===== src/hdl/lsu_pkg.sv =====
// Shared widths, RV32I encodings and records of the load/store unit.
// XLEN is fixed at 32 and the AXI4-Lite data bus has the same width.
package lsu_pkg;

    //////////////////////
    // Widths
    //////////////////////

    localparam int XLEN   = 32;
    localparam int STRB_W = XLEN / 8;

    //////////////////////
    // Encodings
    //////////////////////

    // Major opcodes served here
    localparam logic [6:0] OPCODE_LOAD  = 7'b0000011;
    localparam logic [6:0] OPCODE_STORE = 7'b0100011;

    // Access size, bit 2 selects zero extension on loads
    localparam logic [2:0] F3_B  = 3'b000;
    localparam logic [2:0] F3_H  = 3'b001;
    localparam logic [2:0] F3_W  = 3'b010;
    localparam logic [2:0] F3_BU = 3'b100;
    localparam logic [2:0] F3_HU = 3'b101;

    //////////////////////
    // Records
    //////////////////////

    // Instruction as delivered by the issue stage
    typedef struct packed {
        logic [6:0]      opcode;
        logic [2:0]      funct3;
        logic [4:0]      rd;
        logic [11:0]     imm12;
        logic [XLEN-1:0] rs1_val;
        logic [XLEN-1:0] rs2_val;
    } lsu_instr_t;

    // Misalignment report with the faulting address
    typedef struct packed {
        logic            load_misaligned;
        logic            store_misaligned;
        logic [XLEN-1:0] addr;
    } lsu_exc_t;

    // What a load needs to format its completion
    typedef struct packed {
        logic [4:0] rd;
        logic [2:0] funct3;
        logic [1:0] offset;
    } lsu_ld_ctx_t;

    // Destination register write
    typedef struct packed {
        logic            wr;
        logic [4:0]      addr;
        logic [XLEN-1:0] val;
    } lsu_rd_t;

    // Decoded request, decode to execute
    typedef struct packed {
        logic              is_load;
        logic              is_store;
        logic              misaligned;
        logic [XLEN-1:0]   addr;
        logic [XLEN-1:0]   wdata;
        logic [STRB_W-1:0] wstrb;
        lsu_ld_ctx_t       ld_ctx;
    } lsu_req_t;

endpackage


===== src/hdl/lsu_decode.sv =====
// Purely combinational; opcodes other than LOAD and STORE decode to no request.
`timescale 1ns/1ps

module lsu_decode
    import lsu_pkg::*;
(
    input  lsu_instr_t instr,
    output lsu_req_t   req
);

    logic [XLEN-1:0]   addr;
    logic [1:0]        offset;
    logic              is_load;
    logic              is_store;
    logic [STRB_W-1:0] size_mask;
    logic [2*XLEN-1:0] rot_dbl;

    //////////////////////
    // Address
    //////////////////////

    // rs1 plus sign-extended immediate
    assign addr   = instr.rs1_val + {{(XLEN-12){instr.imm12[11]}}, instr.imm12};
    assign offset = addr[1:0];

    assign is_load  = (instr.opcode == OPCODE_LOAD);
    assign is_store = (instr.opcode == OPCODE_STORE);

    //////////////////////
    // Store lane
    //////////////////////

    // Byte, half or word mask before lane shift
    always_comb begin
        case (instr.funct3[1:0])
            F3_B[1:0]: size_mask = {{(STRB_W-1){1'b0}}, 1'b1};
            F3_H[1:0]: size_mask = {{(STRB_W-2){1'b0}}, 2'b11};
            default:   size_mask = {STRB_W{1'b1}};
        endcase
    end

    // Upper half of the doubled word is the left rotation
    assign rot_dbl = {instr.rs2_val, instr.rs2_val} << {offset, 3'b000};

    //////////////////////
    // Request
    //////////////////////

    always_comb begin
        req.is_load  = is_load;
        req.is_store = is_store;
        // Half at odd offset, word at any non-zero offset
        case (instr.funct3[1:0])
            F3_H[1:0]: req.misaligned = (is_load | is_store) & offset[0];
            F3_W[1:0]: req.misaligned = (is_load | is_store) & (offset != 2'b00);
            default:   req.misaligned = 1'b0;
        endcase
        req.addr  = addr;
        req.wdata = rot_dbl[2*XLEN-1 -: XLEN];
        // Strobes only mean something for stores
        req.wstrb = is_store ? (size_mask << offset) : {STRB_W{1'b0}};
        req.ld_ctx.rd     = instr.rd;
        req.ld_ctx.funct3 = instr.funct3;
        req.ld_ctx.offset = offset;
    end

endmodule


===== src/hdl/lsu_execute.sv =====
// Single-ID ordering: one direction drains before the other issues.
// Counters count from acceptance to completion; at most MAX_OR per direction.
`timescale 1ns/1ps

module lsu_execute
    import lsu_pkg::*;
#(
    parameter int MAX_OR = 4
) (
    input  logic              aclk,
    input  logic              aresetn,
    input  logic              instr_valid,
    output logic              instr_ready,
    input  lsu_req_t          req,
    output lsu_exc_t          exc,
    output logic              ld_push,
    output lsu_ld_ctx_t       ld_ctx,
    input  logic              ld_full,
    output logic              awvalid,
    input  logic              awready,
    output logic [XLEN-1:0]   awaddr,
    output logic              wvalid,
    input  logic              wready,
    output logic [XLEN-1:0]   wdata,
    output logic [STRB_W-1:0] wstrb,
    input  logic              bvalid,
    output logic              arvalid,
    input  logic              arready,
    output logic [XLEN-1:0]   araddr,
    input  logic              rvalid,
    output logic              pending_read,
    output logic              pending_write
);

    localparam int CNT_W = $clog2(MAX_OR + 1);

    typedef enum logic [1:0] {
        IDLE  = 2'd0,
        WAIT  = 2'd1,
        SERVE = 2'd2
    } state_t;

    state_t            state;
    logic              pend_load;
    logic [XLEN-1:0]   req_addr;
    logic [CNT_W-1:0]  rd_cnt;
    logic [CNT_W-1:0]  wr_cnt;
    logic              accept;
    logic              issue;
    logic              block;
    logic              done;
    logic              wr_push;

    //////////////////////
    // Acceptance
    //////////////////////

    // Every raised valid sees its ready this cycle
    assign done = (!awvalid || awready) && (!wvalid || wready) && (!arvalid || arready);

    assign instr_ready = (state == IDLE || (state == SERVE && done)) && !ld_full
                         && (rd_cnt != MAX_OR[CNT_W-1:0]) && (wr_cnt != MAX_OR[CNT_W-1:0]);

    assign accept  = instr_valid && instr_ready;
    assign issue   = accept && (req.is_load || req.is_store) && !req.misaligned;
    assign ld_push = issue && req.is_load;
    assign wr_push = issue && req.is_store;
    assign ld_ctx  = req.ld_ctx;

    // Opposite direction still has traffic in flight
    assign block = req.is_load ? (wr_cnt != '0) : (rd_cnt != '0);

    // Flags live only in the accepting cycle
    assign exc.load_misaligned  = accept && req.is_load && req.misaligned;
    assign exc.store_misaligned = accept && req.is_store && req.misaligned;
    assign exc.addr             = req.addr;

    //////////////////////
    // Request FSM
    //////////////////////

    always_ff @(posedge aclk or negedge aresetn) begin
        if (!aresetn) begin
            state     <= IDLE;
            pend_load <= 1'b0;
            awvalid   <= 1'b0;
            wvalid    <= 1'b0;
            arvalid   <= 1'b0;
        end else begin
            // Drop each channel once it handshakes
            if (awready) awvalid <= 1'b0;
            if (wready)  wvalid  <= 1'b0;
            if (arready) arvalid <= 1'b0;
            case (state)
                WAIT: begin
                    // Raise the held request once the other side drained
                    if (pend_load ? (wr_cnt == '0) : (rd_cnt == '0)) begin
                        state   <= SERVE;
                        arvalid <= pend_load;
                        awvalid <= !pend_load;
                        wvalid  <= !pend_load;
                    end
                end
                default: begin
                    if (issue) begin
                        pend_load <= req.is_load;
                        if (block) begin
                            state <= WAIT;
                        end else begin
                            state   <= SERVE;
                            arvalid <= req.is_load;
                            awvalid <= req.is_store;
                            wvalid  <= req.is_store;
                        end
                    end else if (state == SERVE && done) begin
                        state <= IDLE;
                    end
                end
            endcase
        end
    end

    // Request payload, loaded on acceptance
    always_ff @(posedge aclk) begin
        if (issue) begin
            req_addr <= req.addr;
            wdata    <= req.wdata;
            wstrb    <= req.wstrb;
        end
    end

    assign awaddr = req_addr;
    assign araddr = req_addr;

    //////////////////////
    // Outstanding counters
    //////////////////////

    always_ff @(posedge aclk or negedge aresetn) begin
        if (!aresetn) begin
            rd_cnt <= '0;
            wr_cnt <= '0;
        end else begin
            rd_cnt <= rd_cnt + CNT_W'(ld_push) - CNT_W'(rvalid);
            wr_cnt <= wr_cnt + CNT_W'(wr_push) - CNT_W'(bvalid);
        end
    end

    assign pending_read  = (rd_cnt != '0);
    assign pending_write = (wr_cnt != '0);

    //////////////////////
    // Checks
    //////////////////////

    // Slave may stall, the master may not withdraw
    a_aw_hold: assert property (@(posedge aclk) disable iff (!aresetn)
        awvalid && !awready |=> awvalid);
    a_w_hold: assert property (@(posedge aclk) disable iff (!aresetn)
        wvalid && !wready |=> wvalid);
    a_ar_hold: assert property (@(posedge aclk) disable iff (!aresetn)
        arvalid && !arready |=> arvalid);

    // Completion without a request in flight
    a_b_cnt: assert property (@(posedge aclk) disable iff (!aresetn)
        bvalid |-> wr_cnt != '0);
    a_r_cnt: assert property (@(posedge aclk) disable iff (!aresetn)
        rvalid |-> rd_cnt != '0);

endmodule


===== src/hdl/lsu_fifo.sv =====
// Load context FIFO, DEPTH of 2 or more; the output is the stored head only.
`timescale 1ns/1ps

module lsu_fifo
    import lsu_pkg::*;
#(
    parameter int DEPTH = 4
) (
    input  logic        aclk,
    input  logic        aresetn,
    input  logic        push,
    input  lsu_ld_ctx_t din,
    input  logic        pull,
    output lsu_ld_ctx_t dout,
    output logic        full,
    output logic        empty
);

    localparam int PTR_W = $clog2(DEPTH);
    localparam int CNT_W = $clog2(DEPTH + 1);

    lsu_ld_ctx_t      mem [DEPTH];
    logic [PTR_W-1:0] wr_ptr;
    logic [PTR_W-1:0] rd_ptr;
    logic [CNT_W-1:0] count;

    // Pointers wrap at DEPTH, which need not be a power of two
    always_ff @(posedge aclk or negedge aresetn) begin
        if (!aresetn) begin
            wr_ptr <= '0;
            rd_ptr <= '0;
            count  <= '0;
        end else begin
            if (push) wr_ptr <= (wr_ptr == PTR_W'(DEPTH - 1)) ? '0 : wr_ptr + 1'b1;
            if (pull) rd_ptr <= (rd_ptr == PTR_W'(DEPTH - 1)) ? '0 : rd_ptr + 1'b1;
            count <= count + CNT_W'(push) - CNT_W'(pull);
        end
    end

    always_ff @(posedge aclk) begin
        if (push) mem[wr_ptr] <= din;
    end

    assign dout  = mem[rd_ptr];
    assign full  = (count == CNT_W'(DEPTH));
    assign empty = (count == '0);

    a_no_overflow: assert property (@(posedge aclk) disable iff (!aresetn) push |-> !full);
    a_no_underflow: assert property (@(posedge aclk) disable iff (!aresetn) pull |-> !empty);

endmodule


===== src/hdl/lsu_result.sv =====
// Read completions return in issue order, so the FIFO head always matches rdata.
`timescale 1ns/1ps

module lsu_result
    import lsu_pkg::*;
#(
    parameter int MAX_OR = 4
) (
    input  logic            aclk,
    input  logic            aresetn,
    input  logic            ld_push,
    input  lsu_ld_ctx_t     ld_ctx,
    output logic            ld_full,
    input  logic            rvalid,
    input  logic [XLEN-1:0] rdata,
    output lsu_rd_t         rd_out
);

    lsu_ld_ctx_t     head;
    logic            ctx_empty;
    logic [XLEN-1:0] shifted;

    // One entry per load in flight
    lsu_fifo #(
        .DEPTH (MAX_OR)
    ) u_ctx_fifo (
        .aclk    (aclk),
        .aresetn (aresetn),
        .push    (ld_push),
        .din     (ld_ctx),
        .pull    (rvalid),
        .dout    (head),
        .full    (ld_full),
        .empty   (ctx_empty)
    );

    //////////////////////
    // Formatting
    //////////////////////

    // Addressed byte down to bit 0
    assign shifted = rdata >> {head.offset, 3'b000};

    always_comb begin
        rd_out.wr   = rvalid && !ctx_empty;
        rd_out.addr = head.rd;
        case (head.funct3)
            F3_B:    rd_out.val = {{(XLEN-8){shifted[7]}}, shifted[7:0]};
            F3_BU:   rd_out.val = {{(XLEN-8){1'b0}}, shifted[7:0]};
            F3_H:    rd_out.val = {{(XLEN-16){shifted[15]}}, shifted[15:0]};
            F3_HU:   rd_out.val = {{(XLEN-16){1'b0}}, shifted[15:0]};
            // LW and anything else pass the word
            default: rd_out.val = shifted;
        endcase
    end

endmodule


===== src/hdl/lsu_top.sv =====
// Load/store unit, AXI4-Lite master; bresp and rresp are not checked.
// Completions are always accepted and protection is fixed at zero.
`timescale 1ns/1ps

module lsu_top
    import lsu_pkg::*;
#(
    parameter int MAX_OR = 4
) (
    input  logic              aclk,
    input  logic              aresetn,
    // Instruction port
    input  logic              instr_valid,
    output logic              instr_ready,
    input  lsu_instr_t        instr,
    output lsu_exc_t          exc,
    output lsu_rd_t           rd_out,
    output logic              pending_read,
    output logic              pending_write,
    // AXI4-Lite write
    output logic              awvalid,
    input  logic              awready,
    output logic [XLEN-1:0]   awaddr,
    output logic [2:0]        awprot,
    output logic              wvalid,
    input  logic              wready,
    output logic [XLEN-1:0]   wdata,
    output logic [STRB_W-1:0] wstrb,
    input  logic              bvalid,
    output logic              bready,
    input  logic [1:0]        bresp,
    // AXI4-Lite read
    output logic              arvalid,
    input  logic              arready,
    output logic [XLEN-1:0]   araddr,
    output logic [2:0]        arprot,
    input  logic              rvalid,
    output logic              rready,
    input  logic [XLEN-1:0]   rdata,
    input  logic [1:0]        rresp
);

    lsu_req_t    req;
    lsu_ld_ctx_t ld_ctx;
    logic        ld_push;
    logic        ld_full;

    lsu_decode u_decode (
        .instr (instr),
        .req   (req)
    );

    lsu_execute #(
        .MAX_OR (MAX_OR)
    ) u_execute (
        .aclk          (aclk),
        .aresetn       (aresetn),
        .instr_valid   (instr_valid),
        .instr_ready   (instr_ready),
        .req           (req),
        .exc           (exc),
        .ld_push       (ld_push),
        .ld_ctx        (ld_ctx),
        .ld_full       (ld_full),
        .awvalid       (awvalid),
        .awready       (awready),
        .awaddr        (awaddr),
        .wvalid        (wvalid),
        .wready        (wready),
        .wdata         (wdata),
        .wstrb         (wstrb),
        .bvalid        (bvalid),
        .arvalid       (arvalid),
        .arready       (arready),
        .araddr        (araddr),
        .rvalid        (rvalid),
        .pending_read  (pending_read),
        .pending_write (pending_write)
    );

    lsu_result #(
        .MAX_OR (MAX_OR)
    ) u_result (
        .aclk    (aclk),
        .aresetn (aresetn),
        .ld_push (ld_push),
        .ld_ctx  (ld_ctx),
        .ld_full (ld_full),
        .rvalid  (rvalid),
        .rdata   (rdata),
        .rd_out  (rd_out)
    );

    // Unprivileged, secure, data access
    assign awprot = 3'b000;
    assign arprot = 3'b000;

    // Never back-pressure responses
    assign bready = 1'b1;
    assign rready = 1'b1;

endmodule


===== config.mk =====
export PLATFORM = sky130hd
export DESIGN_NAME = lsu_top
export DESIGN_NICKNAME = d
export VERILOG_FILES = /design/src/hdl/lsu_pkg.sv /design/src/hdl/lsu_decode.sv /design/src/hdl/lsu_execute.sv /design/src/hdl/lsu_fifo.sv /design/src/hdl/lsu_result.sv /design/src/hdl/lsu_top.sv
export SDC_FILE = /design/constraint.sdc
export NUM_CORES = 1
export LEC_CHECK = 0
export ABC_CLOCK_PERIOD_IN_PS = 4600
export BUFFER_PORTS_ARGS = -buffer_cell sky130_fd_sc_hd__buf_2
export CORE_AREA = 2 2 133 135
export CTS_CLUSTER_DIAMETER = 80
export DETAILED_ROUTE_END_ITERATION = 6
export DIE_AREA = 0 0 135 137
export PLACE_DENSITY_LB_ADDON = 0.2
export REMOVE_ABC_BUFFERS = 1
export SLEW_MARGIN = 10
export SYNTH_ARGS = -nofsm -noshare
export SYNTH_HDL_FRONTEND = slang
export SYNTH_SLANG_ARGS = --single-unit

===== constraint.sdc =====
create_clock -name aclk -period 4.6 [get_ports aclk]
set_input_delay 0.69 -clock aclk [delete_from_list [all_inputs] [get_ports aclk]]
set_output_delay 0.69 -clock aclk [all_outputs]
set_load 0.01 [all_outputs]

==> flow_summary.yaml <==
die:
  die_h_um: 137
  initial_utilization: 0.491
  die_w_um: 135
  core.rowCount: 48
  pin_count: 321
  core_um2: 17100
  die-area_um2: 18500
global_route:
  grt_max_degree: 72
  antenna_found_initial: 2
  grt_pass1_vias: 6128
  track_usage: 0.216
  grt-ovfl-total: 0
  grt_pass1_wl_mm: 30.9
finish:
  post-route-util: 0.602
  nFillCells: 1431
  drive_gt1_frac: 0.412
  antenna_cells: 0
  areaGrowthSynthToFinish_pct: 22.6
  nNetsFinal: 1147
  fin_area_um2: 10300
setup_path:
  critPathLaunchType: "primary input"
  cp_top_family: "compound AO/OA/AOI/OAI gates"
  slowest_delay_ns: 0.58
  cpMaxStageDelayCell: "a21boi_0"
  path_class: "primary input to output pin"
  required_ns: 3.91
  cp_num_buf_inv: 3
  path_cells: "buf_2 > ha_2 > inv_1 > fa_2 > nor2b_1 > o2111ai_1 > a31oi_1 > o2111ai_1 > a21boi_0 > a2111oi_0 > a311oi_1 > buf_2"
  arrival_ns: 3.68
  end_kind: "output pin"
  cp_max_fo: 5
sta:
  fin_crit_ns: 4.37
  hold_ws_ns: 0.213
  finalSetupViolCount: 0
  fmax_mhz: 229
  skew_ns: 0.00905
  worstMarginPinSlew_ns: 0.675
  rsz0062_at_grt: "no"
  period_share: 0.949
  slew-limit-headroom: 0.546
  layout_setup_ws_ns: 0.235
  slew_viol_final: 0
  finalHoldViolations: 0
synth:
  yosys_warnings: 0
  synth_area_per_cell_um2: 11.6
  synth_edf_count: 108
  synth_top_area_frac: 0.387
  ys_types: 61
  synth_top_area_cell: "edfxtp_1"
  synthTopCellsByCount: "edfxtp_1, buf_4, nand2_1"
  synth_area_leaders: "edfxtp_1, mux4_2, buf_4, ha_1, dfrtp_1"
  netlist_area_um2: 8380
  ys_ff_latch: 127
  async_flop_share: 0.150
  ys.flop_type: "edfxtp_1"
  syn_inst: 722
  yosysMostFrequentCell: "edfxtp_1"
  ys_seq_area_frac: 0.444
cts:
  cts_resized: 0
  post_cts_buffers: 0
  cts_tree: "built"
  cts.clk_slew.worst_paths_ns: 0.06
  cts_buffer_depth: 2
  cts_buffers: 17
  root_buffer: "clkbuf_16"
  insertion_delay_ns: 0.42
  clock-sinks: 127
  cts.htree.levels: 4
  cts_hold_buffers: 0
routing:
  routed_wirelength_mm: 20.0
  wl_per_cell_um: 16.6
  ant_nets: 0
  drtPass1Iterations: 4
  drt_iter0_drc: 238
  num_vias: 6443
  drc_errors: 0
  avgViaCountPerCell: 5.36
power_and_ir_drop:
  peakVddDrop_mv: 0.314
  p_total_mw: 4.57
  leakage_nw: 4.47
  powerDensity_nw_per_um2: 445
placement:
  placed_area_um2: 9650
  dp_slack_ns: 0.292
  dp_hpwl_mm: 15.0
  io_buffers: 308
  gp_congestion: 0.836
flow_run:
  max-cap-violations: 0
status:
  status: "finished, final reports clean"
hold_path:
  hp-class: "primary input to async pin"
[cell type report]
| cell class | instances | area, µm² | share of cell area |
|---|---|---|---|
| tap | 225 | 282 | 0.0274 |
| clock buffer | 18 | 429 | 0.0418 |
| sequential | 127 | 3720 | 0.362 |
| inverter | 26 | 97.6 | 0.00950 |
| clock inverter | 14 | 190 | 0.0185 |
| multi-input combinational | 474 | 3930 | 0.382 |
| timing repair buffer | 318 | 1630 | 0.159 |
[path summary, 6_finish.rpt]
kind                                                 endpoint  cells past startpoint                         start  slack (ns)
worst max-delay path                                  exc[20]                     12                     instr[32]        0.23
worst max register to register            u_execute.wr_cnt[2]                     11  u_result.u_ctx_fifo.count[1]        1.77
worst min-delay path                       u_execute.state[1]                      1                       aresetn        0.21
worst min register to register             u_execute.state[0]                      1            u_execute.state[0]        0.54
max in group asynchronous        u_result.u_ctx_fifo.count[1]                      1                       aresetn        4.08
min in group aclk               u_result.u_ctx_fifo.mem[1][7]                      1                     instr[78]        0.49
[report_power, final]
group	leakage, nW	total, mW	internal (mW)	switching, mW
combinational	2.98	1.73	0.777	0.951
clock	0.302	1.41	0.907	0.501
sequential	1.19	1.43	1.35	0.0842
[cell families after synthesis]
| family | after synthesis | synth area share |
|---|---|---|
| buffers and inverters | 127 | 0.0908 |
| muxes | 60 | 0.135 |
| and+or+nand+nor | 161 | 0.0928 |
| adders and majority gates | 48 | 0.0753 |
| xor gates and xnor gates | 34 | 0.0355 |
| other | 2 | 0.000897 |
| AOI/OAI and AO/OA | 163 | 0.126 |
| DFF | 127 | 0.444 |
[flip-flops by register name, indices dropped and copies added, names as in the netlist]
register,flops
u_execute.araddr,32
u_execute.arvalid,1
u_execute.awvalid,1
u_execute.pend_load,1
u_execute.rd_cnt,3
u_execute.state,2
u_execute.wdata,32
u_execute.wr_cnt,3
u_execute.wstrb,4
u_execute.wvalid,1
u_result.u_ctx_fifo.count,3
u_result.u_ctx_fifo.mem,40
u_result.u_ctx_fifo.rd_ptr,2
u_result.u_ctx_fifo.wr_ptr,2
[per-stage QoR]
stage	instances	setup TNS [ns]
finish	1202	0
global route	1202	0
CTS	1202	0
detailed placement	1170	0
global placement	1170	0
floorplan	627	-6.16
[routing by layer]
layer | track usage | wire length [µm]
met5 | 0 | 26
met4 | 0.0631 | 256
met1 | 0.255 | 7950
met2 | 0.389 | 10400
met3 | 0.0581 | 1320
[cell usage in the layout (no fill, tap or decap), types with 4 or more instances in the layout]
cell type  count
a21o_1        16
nand4_1       10
xnor2_1       23
and2_1         5
dfrtp_1       19
conb_1         8
nor2_1        40
xor2_1        11
o211ai_1       4
clkbuf_16     17
o21a_1         6
buf_4          9
nand2_1       52
inv_1         25
ha_1          43
nand2b_1       7
a21oi_1       45
mux4_2        42
bufinv_16      4
nor3_1         7
nand3_1        8
o21ai_0       41
a211oi_1      12
nor2b_1       15
buf_2        308
edfxtp_1     108
mux2i_1       16
o21bai_1       4
No activity file was read; power rests on OpenSTA's default activity.
